<file path="src/fetch_pkg.sv">
package fetch_pkg;

  ////////////////////////////////////////////////////////////
  // Datapath widths
  ////////////////////////////////////////////////////////////

  localparam int addr_w = 16;  // Byte address width of the program counter and memory bus
  localparam int word_w = 16;  // One instruction or one data word

  ////////////////////////////////////////////////////////////
  // Branch history counter codes
  ////////////////////////////////////////////////////////////

  // Counter bit 1 is the taken prediction
  // Training moves one step per resolution and stops at either end
  localparam logic [1:0] ctr_strong_nt = 2'b00;
  localparam logic [1:0] ctr_weak_nt   = 2'b01;
  localparam logic [1:0] ctr_weak_t    = 2'b10;
  localparam logic [1:0] ctr_strong_t  = 2'b11;

  // A fresh entry leans not taken and needs one taken resolution to flip
  localparam logic [1:0] ctr_reset = ctr_weak_nt;

  ////////////////////////////////////////////////////////////
  // Program counter
  ////////////////////////////////////////////////////////////

  localparam logic [addr_w-1:0] reset_pc = 16'h0000;  // First fetch address out of reset

endpackage

</file>
<file path="src/mem_arbiter.sv">
`timescale 1ns/1ns

module mem_arbiter import fetch_pkg::*; (
  input  logic              clk,
  input  logic              rst,
  input  logic              f_req,     // Fetch requester, always a read
  input  logic [addr_w-1:0] f_addr,
  output logic              f_gnt,
  output logic              f_rvalid,
  output logic [word_w-1:0] f_rdata,
  input  logic              d_req,     // Data requester, read or write
  input  logic              d_we,
  input  logic [addr_w-1:0] d_addr,
  input  logic [word_w-1:0] d_wdata,
  output logic              d_gnt,
  output logic              d_rvalid,
  output logic [word_w-1:0] d_rdata,
  output logic              m_en,      // Single memory port
  output logic              m_we,
  output logic [addr_w-1:0] m_addr,
  output logic [word_w-1:0] m_wdata,
  input  logic [word_w-1:0] m_rdata
);

  logic f_owner;     // Fetch read was granted last cycle
  logic d_rd_owner;  // Data read was granted last cycle

  ////////////////////////////////////////////////////////////
  // Grant, data port has priority
  ////////////////////////////////////////////////////////////

  assign d_gnt = d_req;
  assign f_gnt = f_req && !d_req;  // Fetch only gets the idle slots

  // Steer the winner onto the memory port
  assign m_en    = d_req || f_req;
  assign m_we    = d_req && d_we;
  assign m_addr  = d_req ? d_addr : f_addr;
  assign m_wdata = d_wdata;  // Fetch never writes

  ////////////////////////////////////////////////////////////
  // Response routing
  ////////////////////////////////////////////////////////////

  // Remember the winner for the one cycle of read latency
  always_ff @(posedge clk) begin
    if (rst) begin
      f_owner    <= 1'b0;
      d_rd_owner <= 1'b0;
    end else begin
      f_owner    <= f_gnt;
      d_rd_owner <= d_req && !d_we;  // A write gets no response
    end
  end

  assign f_rvalid = f_owner;
  assign d_rvalid = d_rd_owner;
  assign f_rdata  = m_rdata;  // Shared read bus, the valid strobes tell them apart
  assign d_rdata  = m_rdata;

endmodule

</file>
<file path="config.mk">
export PLATFORM = sky130hd
export DESIGN_NAME = mem_arbiter
export DESIGN_NICKNAME = d
export VERILOG_FILES = /design/src/fetch_pkg.sv /design/src/mem_arbiter.sv
export SDC_FILE = /design/constraint.sdc
export NUM_CORES = 1
export LEC_CHECK = 0
export ABC_AREA = 0
export ABC_CLOCK_PERIOD_IN_PS = 800
export BUFFER_PORTS_ARGS = -buffer_cell sky130_fd_sc_hd__buf_2
export CAP_MARGIN = 10
export CELL_PAD_IN_SITES_DETAIL_PLACEMENT = 0
export CELL_PAD_IN_SITES_GLOBAL_PLACEMENT = 1
export CORE_ASPECT_RATIO = 0.6
export CORE_MARGIN = 3
export CORE_UTILIZATION = 13
export CTS_CLUSTER_SIZE = 16
export DETAILED_ROUTE_END_ITERATION = 8
export PLACE_DENSITY = 0.8
export SYNTH_ARGS = -nofsm -noshare
export SYNTH_HDL_FRONTEND = slang
export SYNTH_SLANG_ARGS = --single-unit
export TNS_END_PERCENT = 1
</file>
<file path="constraint.sdc">
create_clock -name clk -period 0.8 [get_ports clk]
set_clock_uncertainty 0.2 [all_clocks]
set_input_delay 0 -clock clk [delete_from_list [all_inputs] [get_ports clk]]
set_output_delay 0 -clock clk [all_outputs]
set_load 0.02 [all_outputs]
</file>
==> results of run 1 <==
[area by class of cell]
class                           instances  area, um2  share of cell area [%]
Clock buffer                            3       41.3                    3.61
Sequential cell                         2       42.5                    3.72
Timing Repair Buffer                   78        699                    61.2
Tap cell                               66       82.6                    7.23
Multi-Input combinational cell         21        277                    24.2
[timing repair]
action | in CTS | in global routing
resized for setup | 47 | 16
setup buffers | 0 | 0
endpoints found under the setup margin | 20 | 36
pin swaps | 1 | 0
hold endpoints to repair | 50 | 34
gates cloned | 1 | 0
[synth_stat cells (all sizes together)]
cell	n	area share (%)
and2	1	0.89
buf	51	56
dfxtp	2	5.7
mux2	16	34
nor2b	1	0.89
nor3b	2	2.1
or2	1	0.89
[through the flow]
stage	power [mW]	instances	setup TNS [ns]	util, %	cell area, um2
2_1_floorplan	0.713	74	0	-	701
3_3_place_gp	0.538	150	-2.68	14.2	731
3_5_place_dp	0.543	150	-2.78	14.2	731
4_1_cts	1.19	170	-2.29	21.5	1100
5_1_grt	1.27	170	-1.67	22.3	1140
6_report	1.20	170	-1.40	22.3	1140
[worst paths after layout]
path	start	slack, ns	to	cells after the start
setup / recovery	d_req	-0.09	m_addr[7]	4
hold / removal	d_we	-0.23	d_rvalid$_SDFF_PP0_	2
[flip-flops by register name, summed over array words and instances, names as in the netlist]
| signal | cells |
|---|---|
| d_rvalid | 1 |
| f_rvalid | 1 |
[routing by layer]
metal	vias to the layer above	track usage (%)	wire length (um)	share of wire, %
met5	-	0	0	0
met4	0	1.34	6	0.29
met3	2	3.68	234	11
met2	39	9.92	1160	56
met1	238	6.12	681	33
li1	249	-	-	-
[power by group through the flow]
stage	sequential (mW)	combinational, mW	clock (mW)
6_report	0.107	0.704	0.384
2_1_floorplan	0.112	0.601	0
3_5_place_dp	0.107	0.436	0
4_1_cts	0.107	0.691	0.393
3_3_place_gp	0.107	0.432	0
5_1_grt	0.108	0.738	0.420
[critical path: cells and delay by family]
family	cells	cell delay (ns)
buffers and inverters	3	0.38
muxes	1	0.30
[kinds of logic (layout without fill, tap and decap cells)]
logic type             count (synthesis)  count (layout)  synth area share, %
DFF                                    2               2                 5.71
muxes                                 16              16                 33.8
buffers and inverters                 51              81                 55.7
and+or+nand+nor                        5               5                 4.82
==> metrics.csv, run 1 <==
metric,value,unit
status,"complete, but fails checks",
failed_checks,"hold timing, setup timing",
setup_viol,20,
final_cell_mix,"38 x buf_2, 19 x buf_6, 16 x mux2_4, 16 x dlymetal6s4s_1",
crit_chain,buf_12 > buf_12 > mux2_4 > buf_6,
avgSynthCellArea,9.47,um2
worst_pin_slew,0.251,ns
whs,-0.228,ns
preCtsSetupSlack,-0.169,ns
routed_wl,2.08,mm
dieWidth,101,um
fill_cells,546,
ir_worst_vdd,565,uV
pin_count,139,
die_height,62.9,um
first_pass_iters,2,
antenna_found_initial,0,
drive_above_1_share,80.8,%
place.gp.congestion,0.569,
postRouteAntennaNets,0,
crit_required,0.60,ns
powerDensity,1050,mW/mm2
maxCapViolations,0,
clk_pin_slew,0.03,ns
first_iter_violations,5,
tritoncts,yes,
core,0.00513,mm2
layout_commonest_cell,buf_2,
dieArea,0.00634,mm2
grt.total_usage,5.86,%
ys_warn_count,0,
setup_ws,-0.0874,ns
netlist_instances,74,
nets,175,
h-tree-depth,1,
critPathMaxStageDelay,0.30,ns
vias,528,
switching_power,0.366,mW
cp_max_fo,7,
antenna_cells,0,
cts_buffers,3,
grt_max_degree,8,
yosysUniqueCellTypes,9,
clkSinkCount,2,
cts_buffer_depth,2,
slew_violations,0,
swShare,30.6,%
start_util,13.7,%
slowest_stage,mux2_4,
synth_area,701,um2
grt_pass1_wl,2.94,mm
hp-class,primary input to flip-flop,
grt.overflow.total,0,
max_slew_margin,83.3,%
syn_nets,143,
period_minus_slack,0.887,ns
cp.arrival,0.69,ns
port-buffer-count,58,
intPower,0.830,mW
cp-start-kind,primary input,
rsz0062_at_grt,yes,
pwr-share-seq,9.0,%
power_frac_comb,58.9,%
cpMostUsedCell,buf_12,
cts_hold_buf,16,
post_drt_wl_per_cell,12.3,um
drc,0,
cp-end-kind,output pin,
post-route-period-util,111,%
clockPowerShare,32.1,%
via_per_inst,3.11,
synth-seq-area-share,5.71,%
area_growth,63.0,%
root_buffer,clkbuf_8,
grt_pass1_vias,525,
critPathKind,primary input to output pin,
fp-row-count,20,
ys_ff_latch,2,
finalHoldViolCount,34,
clock.fmax,1.13,GHz
leakagePower,0.702,nW
No activity file was read; power rests on OpenSTA's default activity.
==> run 2, diff against run 1 <==
--- a/config.mk
+++ b/config.mk
@@ -16,7 +16,10 @@
 export CORE_UTILIZATION = 13
 export CTS_CLUSTER_SIZE = 16
 export DETAILED_ROUTE_END_ITERATION = 8
+export GPL_TIMING_DRIVEN = 0
 export PLACE_DENSITY = 0.8
+export RECOVER_POWER = 25
+export REMOVE_ABC_BUFFERS = 1
 export SYNTH_ARGS = -nofsm -noshare
 export SYNTH_HDL_FRONTEND = slang
 export SYNTH_SLANG_ARGS = --single-unit
==> run 2 against run 1 <==
Against the previous run:
- the run still ends with hold timing, setup timing left
- power is 14% lower
- sequential power hardly changed
- die area stayed put
- critical path depth is 3 lower
- first-iteration DRC count grew to 4.8 times the previous value
- worst setup slack better by 0.055 ns
- non-clock buffer count is 19 lower
- sequential share of layout area is 1.1 points higher
- worst hold slack worse by 0.0080 ns
- clock power is 2% higher
- combinational power is 25% lower
- critical path type is now flip-flop to output pin
- largest power group unchanged
==> metrics.csv, run 2 (synthesized netlist as in run 1, its figures left out) <==
metric,value,unit
status,"complete, but fails checks",
failed_checks,"hold timing, setup timing",
first_pass_iters,2,
slowest_stage,dfxtp_2,
place.gp.congestion,0.637,
whs,-0.236,ns
grt.total_usage,10.4,%
cp-start-kind,flip-flop,
dieArea,0.00634,mm2
drive_above_1_share,95.3,%
placed_cells,147,
routed_wl,3.42,mm
grt_pass1_wl,4.44,mm
pin_count,139,
cp.arrival,0.63,ns
clkSinkCount,2,
via_per_inst,3.42,
maxCapViolations,0,
ir_worst_vdd,374,uV
rsz0062_at_grt,yes,
cts_buffer_depth,2,
critPathKind,flip-flop to output pin,
startpoint,f_rvalid$_SDFF_PP0_,
post_cts_buffers,0,
h-tree-depth,1,
crit_required,0.60,ns
layout_commonest_cell,buf_2,
slew_violations,0,
setup_viol,3,
clk_pin_slew,0.03,ns
start_util,13.7,%
critPathMaxStageDelay,0.30,ns
area_growth,24.6,%
fin_cells,151,
core,0.00513,mm2
period_minus_slack,0.832,ns
max_slew_margin,88.6,%
crit_chain,buf_6,
worst_pin_slew,0.170,ns
drc,0,
post_drt_wl_per_cell,22.6,um
clock.fmax,1.20,GHz
antenna_cells,0,
path_delay_family,flip-flops,
endpoint,f_rvalid,
vias,516,
cp_max_fo,1,
powerDensity,1170,mW/mm2
post-route-period-util,104,%
hp-class,primary input to flip-flop,
root_buffer,clkbuf_8,
first_iter_violations,24,
hp-start,d_we,
nets,156,
postRouteAntennaNets,0,
cts_buffers,3,
cp.depth,1,
port-buffer-count,58,
dieWidth,101,um
antenna_found_initial,0,
cp-end-kind,output pin,
die_height,62.9,um
grt.overflow.total,0,
fp-row-count,20,
final_cell_mix,"42 x buf_2, 15 x mux2_4, 15 x buf_6",
tritoncts,yes,
finalHoldViolCount,50,
setup_ws,-0.0324,ns
grt_max_degree,12,
leakagePower,0.460,nW
grt_pass1_vias,540,
cp_num_buf_inv,1,
run 2: cell count changes in the layout (fill, tap and decap cells not counted), sizes merged:
cell,change
dlymetal6s4s,-16
buf,-3
run 2: through the flow:
step	power [mW]	util (%)	worst slack (ns)	cell area (um2)	setup TNS, ns
6_report	1.02	17.0	-0.0324	873	-0.0792
5_1_grt	1.07	17.0	-0.0427	873	-0.154
4_1_cts	1.01	16.4	-0.0383	841	-0.0954
3_5_place_dp	0.525	13.3	-0.429	683	-7.36
3_3_place_gp	0.521	13.3	-0.426	683	-7.27
2_1_floorplan	0.328	-	0.205	310	0
run 2: what timing repair did:
action                     in CTS  in global routing
cloned                          1                  0
setup endpoints to repair      22                 12
gates resized for setup        28                 11
hold endpoints to repair       50                 50
run 2: per-layer routing:
metal  vias up  share of wire, %  GRT usage, %
li1        212                 -             -
met1       240                42          13.5
met2        56                33          8.52
met3         4                21          12.3
met4         4              0.50          3.36
met5         -               2.5          11.1
run 2: final cells by class:
type | instances | area (um2)
clock buffer | 3 | 41.3
fill | 546 | 4260
multi-input combinational | 21 | 273
sequential | 2 | 42.5
tap | 66 | 82.6
timing repair buffer | 59 | 434
run 2: worst min-delay path by stage:
stage,end,slack (ns),cells past startpoint
CTS,f_rvalid$_SDFF_PP0_,-0.24,2
global route,d_rvalid$_SDFF_PP0_,-0.24,2
floorplan,d_gnt,-0.20,0
finish,d_rvalid$_SDFF_PP0_,-0.24,2
global placement,m_wdata[8],-0.20,0
detailed placement,m_wdata[8],-0.20,0
run 2: power breakdown:
group	internal, mW	switching (mW)	total (mW)
sequential	0.105	0.00168	0.107
clock	0.318	0.0749	0.393
combinational	0.302	0.223	0.525
