### src/fetch_pkg.sv
package fetch_pkg;

  ////////////////////////////////////////////////////////////
  // Datapath widths
  ////////////////////////////////////////////////////////////

  localparam int addr_w = 16;  // Byte address width of the program counter and memory bus
  localparam int word_w = 16;  // One instruction or one data word

  ////////////////////////////////////////////////////////////
  // Branch history counter codes
  ////////////////////////////////////////////////////////////

  // Counter bit 1 is the taken prediction
  // Training moves one step per resolution and stops at either end
  localparam logic [1:0] ctr_strong_nt = 2'b00;
  localparam logic [1:0] ctr_weak_nt   = 2'b01;
  localparam logic [1:0] ctr_weak_t    = 2'b10;
  localparam logic [1:0] ctr_strong_t  = 2'b11;

  // A fresh entry leans not taken and needs one taken resolution to flip
  localparam logic [1:0] ctr_reset = ctr_weak_nt;

  ////////////////////////////////////////////////////////////
  // Program counter
  ////////////////////////////////////////////////////////////

  localparam logic [addr_w-1:0] reset_pc = 16'h0000;  // First fetch address out of reset

endpackage

### src/branch_predictor.sv
`timescale 1ns/1ns

module branch_predictor import fetch_pkg::*; #(
  parameter int bp_index_w = 4  // Table has 2**bp_index_w entries
) (
  input  logic              clk,
  input  logic              rst,
  input  logic [addr_w-1:0] lookup_pc,    // PC being fetched
  output logic [1:0]        pred_ctr,     // Counter for lookup_pc
  output logic [addr_w-1:0] pred_target,  // Cached target for lookup_pc
  output logic              pred_hit,     // Target entry holds a real target
  input  logic              res_valid,    // A branch resolved in decode
  input  logic [addr_w-1:0] res_pc,       // PC of the resolved branch
  input  logic              res_taken,    // Actual direction
  input  logic [addr_w-1:0] res_target    // Actual target when taken
);

  localparam int n_entries = 2 ** bp_index_w;

  logic [1:0]        bht        [n_entries];  // Branch history table
  logic [addr_w-1:0] btb_target [n_entries];  // Branch target buffer payload
  logic [n_entries-1:0] btb_valid;            // One valid bit per target entry

  logic [bp_index_w-1:0] lk_idx;   // Index for the fetch side lookup
  logic [bp_index_w-1:0] upd_idx;  // Index for the resolution side update
  logic [1:0]            upd_ctr;  // Counter being trained
  logic [1:0]            upd_ctr_next;

  // Instructions are halfword aligned so bit 0 never carries information
  assign lk_idx  = lookup_pc[bp_index_w:1];
  assign upd_idx = res_pc[bp_index_w:1];

  ////////////////////////////////////////////////////////////
  // Lookup
  ////////////////////////////////////////////////////////////

  // Purely combinational so the fetch stage sees the prediction in the request cycle
  assign pred_ctr    = bht[lk_idx];
  assign pred_target = btb_target[lk_idx];
  assign pred_hit    = btb_valid[lk_idx];

  ////////////////////////////////////////////////////////////
  // Update
  ////////////////////////////////////////////////////////////

  assign upd_ctr = bht[upd_idx];

  // Saturating two-bit counter, one step toward the actual outcome
  always_comb begin
    case (upd_ctr)
      ctr_strong_nt: upd_ctr_next = res_taken ? ctr_weak_nt  : ctr_strong_nt;
      ctr_weak_nt:   upd_ctr_next = res_taken ? ctr_weak_t   : ctr_strong_nt;
      ctr_weak_t:    upd_ctr_next = res_taken ? ctr_strong_t : ctr_weak_nt;
      default:       upd_ctr_next = res_taken ? ctr_strong_t : ctr_weak_t;  // Strong taken
    endcase
  end

  // Counters and valid bits are control state and come out of reset clean
  always_ff @(posedge clk) begin
    if (rst) begin
      for (int i = 0; i < n_entries; i++) begin
        bht[i] <= ctr_reset;
      end
      btb_valid <= '0;
    end else if (res_valid) begin
      bht[upd_idx] <= upd_ctr_next;
      if (res_taken) begin
        btb_valid[upd_idx] <= 1'b1;  // Target becomes usable once a taken branch was seen
      end
    end
  end

  // Target payload only matters once its valid bit is set
  always_ff @(posedge clk) begin
    if (res_valid && res_taken) begin
      btb_target[upd_idx] <= res_target;
    end
  end

endmodule

### src/fetch_stage.sv
`timescale 1ns/1ns

module fetch_stage import fetch_pkg::*; #(
  parameter int fetch_credits = 4,  // Buffer slots available in decode
  parameter int bp_index_w    = 4   // Passed through to the predictor
) (
  input  logic              clk,
  input  logic              rst,
  output logic              f_req,       // Memory request to the arbiter
  output logic [addr_w-1:0] f_addr,      // Fetch address
  input  logic              f_gnt,       // Request accepted this cycle
  input  logic              f_rvalid,    // Read data for the granted request
  input  logic [word_w-1:0] f_rdata,
  output logic              inst_valid,  // One instruction handed to decode
  output logic [word_w-1:0] inst,
  output logic [addr_w-1:0] inst_pc,
  output logic [1:0]        inst_pred,   // Counter the fetch was predicted with
  input  logic              credit_ret,  // Decode freed one slot
  input  logic              res_valid,
  input  logic [addr_w-1:0] res_pc,
  input  logic              res_taken,
  input  logic [addr_w-1:0] res_target,
  input  logic              res_mispredict
);

  localparam int credit_w = $clog2(fetch_credits + 1);

  logic [addr_w-1:0]   pc;
  logic [credit_w-1:0] credit_cnt;   // Slots left in decode
  logic                req_pend;     // Request raised and waiting for the grant
  logic                outstanding;  // Request granted and waiting for data
  logic                epoch;        // Flips on every redirect

  logic [addr_w-1:0] req_pc;     // PC of the granted request
  logic [1:0]        req_pred;   // Prediction of the granted request
  logic              req_epoch;  // Epoch the granted request was issued in

  logic [1:0]        pred_ctr;
  logic [addr_w-1:0] pred_target;
  logic              pred_hit;

  logic              redirect;   // Decode overrides the fetch path
  logic [addr_w-1:0] redirect_pc;
  logic [addr_w-1:0] next_pc;    // Predicted successor of pc
  logic              accept;     // Response survives the epoch check

  branch_predictor #(
    .bp_index_w(bp_index_w)
  ) u_bp (
    .clk        (clk),
    .rst        (rst),
    .lookup_pc  (pc),
    .pred_ctr   (pred_ctr),
    .pred_target(pred_target),
    .pred_hit   (pred_hit),
    .res_valid  (res_valid),
    .res_pc     (res_pc),
    .res_taken  (res_taken),
    .res_target (res_target)
  );

  ////////////////////////////////////////////////////////////
  // Next PC selection
  ////////////////////////////////////////////////////////////

  assign redirect    = res_valid && res_mispredict;
  assign redirect_pc = res_taken ? res_target : res_pc + addr_w'(2);
  assign next_pc     = (pred_ctr[1] && pred_hit) ? pred_target : pc + addr_w'(2);

  // A response in the redirect cycle belongs to the path being thrown away
  assign accept = f_rvalid && (req_epoch == epoch) && !redirect;

  assign f_req  = req_pend;
  assign f_addr = pc;  // PC only moves on a grant or a redirect

  ////////////////////////////////////////////////////////////
  // Control state
  ////////////////////////////////////////////////////////////

  always_ff @(posedge clk) begin
    if (rst) begin
      pc          <= reset_pc;
      credit_cnt  <= credit_w'(fetch_credits);
      req_pend    <= 1'b0;
      outstanding <= 1'b0;
      epoch       <= 1'b0;
      req_epoch   <= 1'b0;
      inst_valid  <= 1'b0;
    end else begin
      inst_valid <= accept;  // Single cycle pulse per accepted instruction

      // Raise a request only when idle and decode has room
      if (!req_pend && !outstanding && credit_cnt != '0) begin
        req_pend <= 1'b1;
      end else if (f_gnt) begin
        req_pend    <= 1'b0;
        outstanding <= 1'b1;
        req_epoch   <= epoch;  // Old epoch if a redirect lands in this cycle
      end

      if (f_rvalid) begin
        outstanding <= 1'b0;  // Stale responses also free the slot
      end

      // Redirect wins over the predicted successor
      if (redirect) begin
        pc    <= redirect_pc;
        epoch <= ~epoch;
      end else if (f_gnt) begin
        pc <= next_pc;
      end

      // Credit spent on emit, returned by decode, never above the initial count
      if (accept && !credit_ret) begin
        credit_cnt <= credit_cnt - 1'b1;
      end else if (!accept && credit_ret && credit_cnt != credit_w'(fetch_credits)) begin
        credit_cnt <= credit_cnt + 1'b1;
      end
    end
  end

  ////////////////////////////////////////////////////////////
  // Request payload and output register
  ////////////////////////////////////////////////////////////

  always_ff @(posedge clk) begin
    if (f_gnt) begin
      req_pc   <= pc;        // Tag the request with where it came from
      req_pred <= pred_ctr;  // and what the predictor said about it
    end
    if (accept) begin
      inst      <= f_rdata;
      inst_pc   <= req_pc;
      inst_pred <= req_pred;
    end
  end

endmodule

### config.mk
export PLATFORM = sky130hd
export DESIGN_NAME = fetch_stage
export DESIGN_NICKNAME = d
export VERILOG_FILES = /design/src/fetch_pkg.sv /design/src/branch_predictor.sv /design/src/fetch_stage.sv
export SDC_FILE = /design/constraint.sdc
export NUM_CORES = 1
export LEC_CHECK = 0
export BUFFER_PORTS_ARGS = -buffer_cell sky130_fd_sc_hd__buf_2
export CAP_MARGIN = 5
export CORE_AREA = 5 5 184 186
export CTS_CLUSTER_DIAMETER = 60
export CTS_CLUSTER_SIZE = 28
export DETAILED_ROUTE_END_ITERATION = 12
export DIE_AREA = 0 0 189 191
export PLACE_DENSITY = 0.67
export SLEW_MARGIN = 5
export SYNTH_ARGS = -nofsm -noshare
export SYNTH_HDL_FRONTEND = slang
export SYNTH_SLANG_ARGS = --single-unit
### constraint.sdc
create_clock -name clk -period 2.6 [get_ports clk]
set_input_delay 0.26 -clock clk [delete_from_list [all_inputs] [get_ports clk]]
set_output_delay 0.26 -clock clk [all_outputs]
set_load 0.1 [all_outputs]
==> summary.txt <==
Status
  • Result of the run: finished clean

Placement
  • Placement Setup Slack: ~50 ps
  • Inst Count DP: approximately 1400
  • Last weighted congestion value of the routability-driven placer: a little under 0.9
  • Dpl cell area: 17100 sq um
  • HPWL after detailed placement: 24000 microns
  • Port Buffers: approximately 110

Synth
  • Number of warnings printed during yosys synthesis: 0
  • Number of nets in the synthesized netlist: approximately 960
  • Total of flip-flops plus latches after synthesis: 384
  • Compound-gate portion of the synthesized area: 3.24%
  • Count of mapped cells out of synthesis: between 800 and 900
  • Post-Synth Adder-Cell Area: less than 1%
  • Cell type contributing the most total cell area after synthesis: edfxtp_1
  • Average instance area after synthesis: approximately 18 sq um
  • Simple-Gate Fraction of Synth Area: under 10%
  • Multiplexer share of the synthesized area: about 16%
  • Cell types with the largest area share after synthesis: edfxtp_1, mux4_2, dfxtp_1, nor2_1, nand2_1
  • Top flip-flop cell by instance count after synthesis: edfxtp_1
  • Share of synthesized flip-flops with an asynchronous set or reset: 0%
  • Xor and xnor area share after synthesis: 1.56%
  • Sequential element share of the synthesized area: 70.4%
  • Synthesized area: ~16000 sq um
  • Largest family of logic cells by synthesized area: multiplexers
  • Count of distinct cell types in the synthesized netlist: 56
  • Number of enable-type register cells in the synthesized netlist: 340
  • Share of the synthesized area in the top cell type: roughly 65%

Min path
  • Class of the worst hold path: in2reg
  • End point of the worst hold path: credit_cnt[2]
  • Start point of the worst hold path: credit_ret
  • Worst hold path stage count: 3

Routing
  • Wirelength per Cell: ~25 microns
  • Detailed-router iteration count before antenna repair: 5
  • DRC: 0
  • Vias: just under 9000
  • Antenna viol nets, final: 0
  • Overall routed net length: 37500 microns
  • Avg Vias per Cell: roughly 6
  • Number of DRC markers after the initial detailed-route iteration: 912

STA
  • Unrepaired setup endpoints after global routing: false
  • Number of pins exceeding their max-slew limit in the final report: 0
  • Portion of the clock cycle consumed by the worst path in the final layout: 92.1%
  • Hold Fails Final Rpt: 0
  • Slew headroom: 51.3%
  • Fmax: approximately 420 MHz
  • Count of endpoints failing setup in the final report: 0
  • Clock period minus final worst setup slack: around 2400 ps
  • Final worst hold slack: roughly 43 ps
  • Setup total negative slack: 0 ps
  • Minimum setup slack in the final design: between 200 and 250 ps
  • Final worst clock skew: approximately 31 ps
  • Actual transition at the worst max-transition pin: about 730 ps

Global routing
  • Initial antenna violation count: 0
  • First-pass GRT wire length: 56300 microns
  • Tot GR Track Use: 20.8%
  • Largest net degree at the start of global routing: 50
  • Total gr overflow: 0
  • Vias in the first global route: 8699

Layout
  • Number of fill cells in the layout: around 2400
  • Cell area after layout: between 15000 and 20000 sq um
  • Layout cells sized above 1: a little under a third
  • Area Overhead vs Synth: 16.2%
  • Highest-count cells in the layout ignoring fill and taps: edfxtp_1, buf_2, mux4_2
  • Post-layout instance count excluding filler cells: about 1500
  • Number of nets at the end of the flow: around 1100
  • Final Core Density: a little under three fifths
  • Leading cell type in the layout, fill and taps excluded: edfxtp_1

Worst setup path
  • Worst setup SP type: register
  • End of the worst register-to-register path: u_bp.bht[4][0]
  • Worst path slowest cell: mux4_1
  • Register-to-register path setup slack: between 200 and 250 ps
  • Crit path max-delay family: multiplexers
  • Crit path cell chain: mux4_1 -> mux4_2 -> maj3_4 -> nor3_4 -> nand2_1
  • Arrival time at the worst endpoint: 2690 ps
  • Critical path's largest stage delay: between 500 and 600 ps
  • Critical Path Fanout Max: 4
  • Worst Path Required: ~2900 ps
  • Crit path capture type: register
  • Kind of critical path: reg2reg
  • Worst path bufs/invs: 0
  • Launch point of the worst reg-to-reg path: u_bp.bht[1][1]
  • FF-to-FF path depth: 5

Die
  • Core Region: between 30000 and 40000 sq um
  • Die footprint: roughly 36000 sq um
  • Die boundary height: 191 microns
  • Die Span X: between 150 and 200 microns
  • Cell Rows: 66
  • I/O pin count: ~110
  • Effective utilization at floorplan: roughly 50%

CTS
  • Max clock buf depth: 3
  • Clock transition at the registers of the reported paths: 100 ps
  • Postcts setup bufs: 0
  • Clock tree from TritonCTS: yes
  • Cts bufs inserted: 27
  • Total clock sinks: between 300 and 400
  • Clock latency on the worst-skew pair: 570 ps
  • H-tree levels: 1
  • CTS root buf: clkbuf_16

Power
  • Pwr Total: around 13 mW
  • Worst VDD drop: 0.480 mV
  • Power Density: around 730 nW/um^2
  • Leakage: about 6.1 nW

Job
  • Max-cap violations: 0
-- report_power, final --
group | switching, mW | total [mW] | internal, mW
clock | 2.42 | 4.83 | 2.42
sequential | 0.100 | 6.98 | 6.88
combinational | 1.06 | 1.60 | 0.537
-- what timing repair did --
action | CTS | global route
gates resized for setup | 0 | 1
hold endpoints to repair | 17 | 0
endpoints found under the setup margin | 0 | 2
hold buffers | 17 | 0
-- registers in the layout (all words and copies together), names as in the netlist, named ones only --
signal           cells
req_epoch            1
inst                16
u_bp.bht            32
req_pc              16
req_pred             2
inst_valid           1
f_addr              16
u_bp.btb_target    256
inst_pred            2
inst_pc             16
u_bp.btb_valid      16
f_req                1
outstanding          1
credit_cnt           3
epoch                1
-- cells in the mapped netlist (5+ instances only) --
| cell | number |
|---|---|
| o22ai_1 | 6 |
| nand2_1 | 51 |
| nor3_1 | 14 |
| o21ai_0 | 13 |
| nor2_1 | 86 |
| xnor2_1 | 19 |
| nand3_1 | 17 |
| mux2i_1 | 19 |
| ha_1 | 5 |
| inv_1 | 12 |
| and3_1 | 7 |
| edfxtp_1 | 340 |
| buf_2 | 18 |
| o21bai_1 | 17 |
| clkbuf_1 | 23 |
| a21oi_1 | 14 |
| nor2b_1 | 5 |
| mux4_1 | 7 |
| dfxtp_1 | 44 |
| xor2_1 | 9 |
| mux4_2 | 93 |
-- per-layer routing --
metal	vias up	global-route usage (%)	share of wire [%]
met4	0	4.18	2.2
met3	49	2.78	7.2
li1	3845	-	-
met1	4564	30.3	42
met2	384	34.2	48
met5	-	0	0
-- cell type report --
class	instances	area, sq um	area share [%]
flip-flops and latches	384	11100	60.6
multi-input cells	448	4430	24.2
repair buffers	175	1180	6.43
clock buffers	28	679	3.71
well taps	408	510	2.79
clock inverters	21	365	2.00
inverters	12	45.0	0.246
diodes	1	2.50	0.0137
-- worst min-delay path: stages --
cell and delay (ps):
buf_2 110, a221oi_1 80, o21bai_1 110
-- kinds of logic after synthesis --
family,Yosys count
AO/OA/AOI/OAI,76
buffers and inverters,62
XOR/XNOR,28
AND/OR/NAND/NOR,213
multiplexers,124
adder cells (fa/ha/maj),7
flip-flops,384
-- worst max-delay path by stage --
| stage | startpoint | to | slack [ps] | cells after the start |
|---|---|---|---|---|
| 6_report | u_bp.bht[1][1] | u_bp.bht[4][0] | 210 | 5 |
| 5_1_grt | f_addr[1] | register | 40 | 6 |
| 4_1_cts | register | register | 170 | 6 |
| 3_5_place_dp | res_pc[1] | u_bp.bht[8][0] | 50 | 6 |
| 3_3_place_gp | res_pc[1] | u_bp.bht[8][0] | 90 | 6 |
| 2_1_floorplan | f_addr[4] | f_addr[10] | -40 | 7 |
Power figures use the tool's default switching activity.
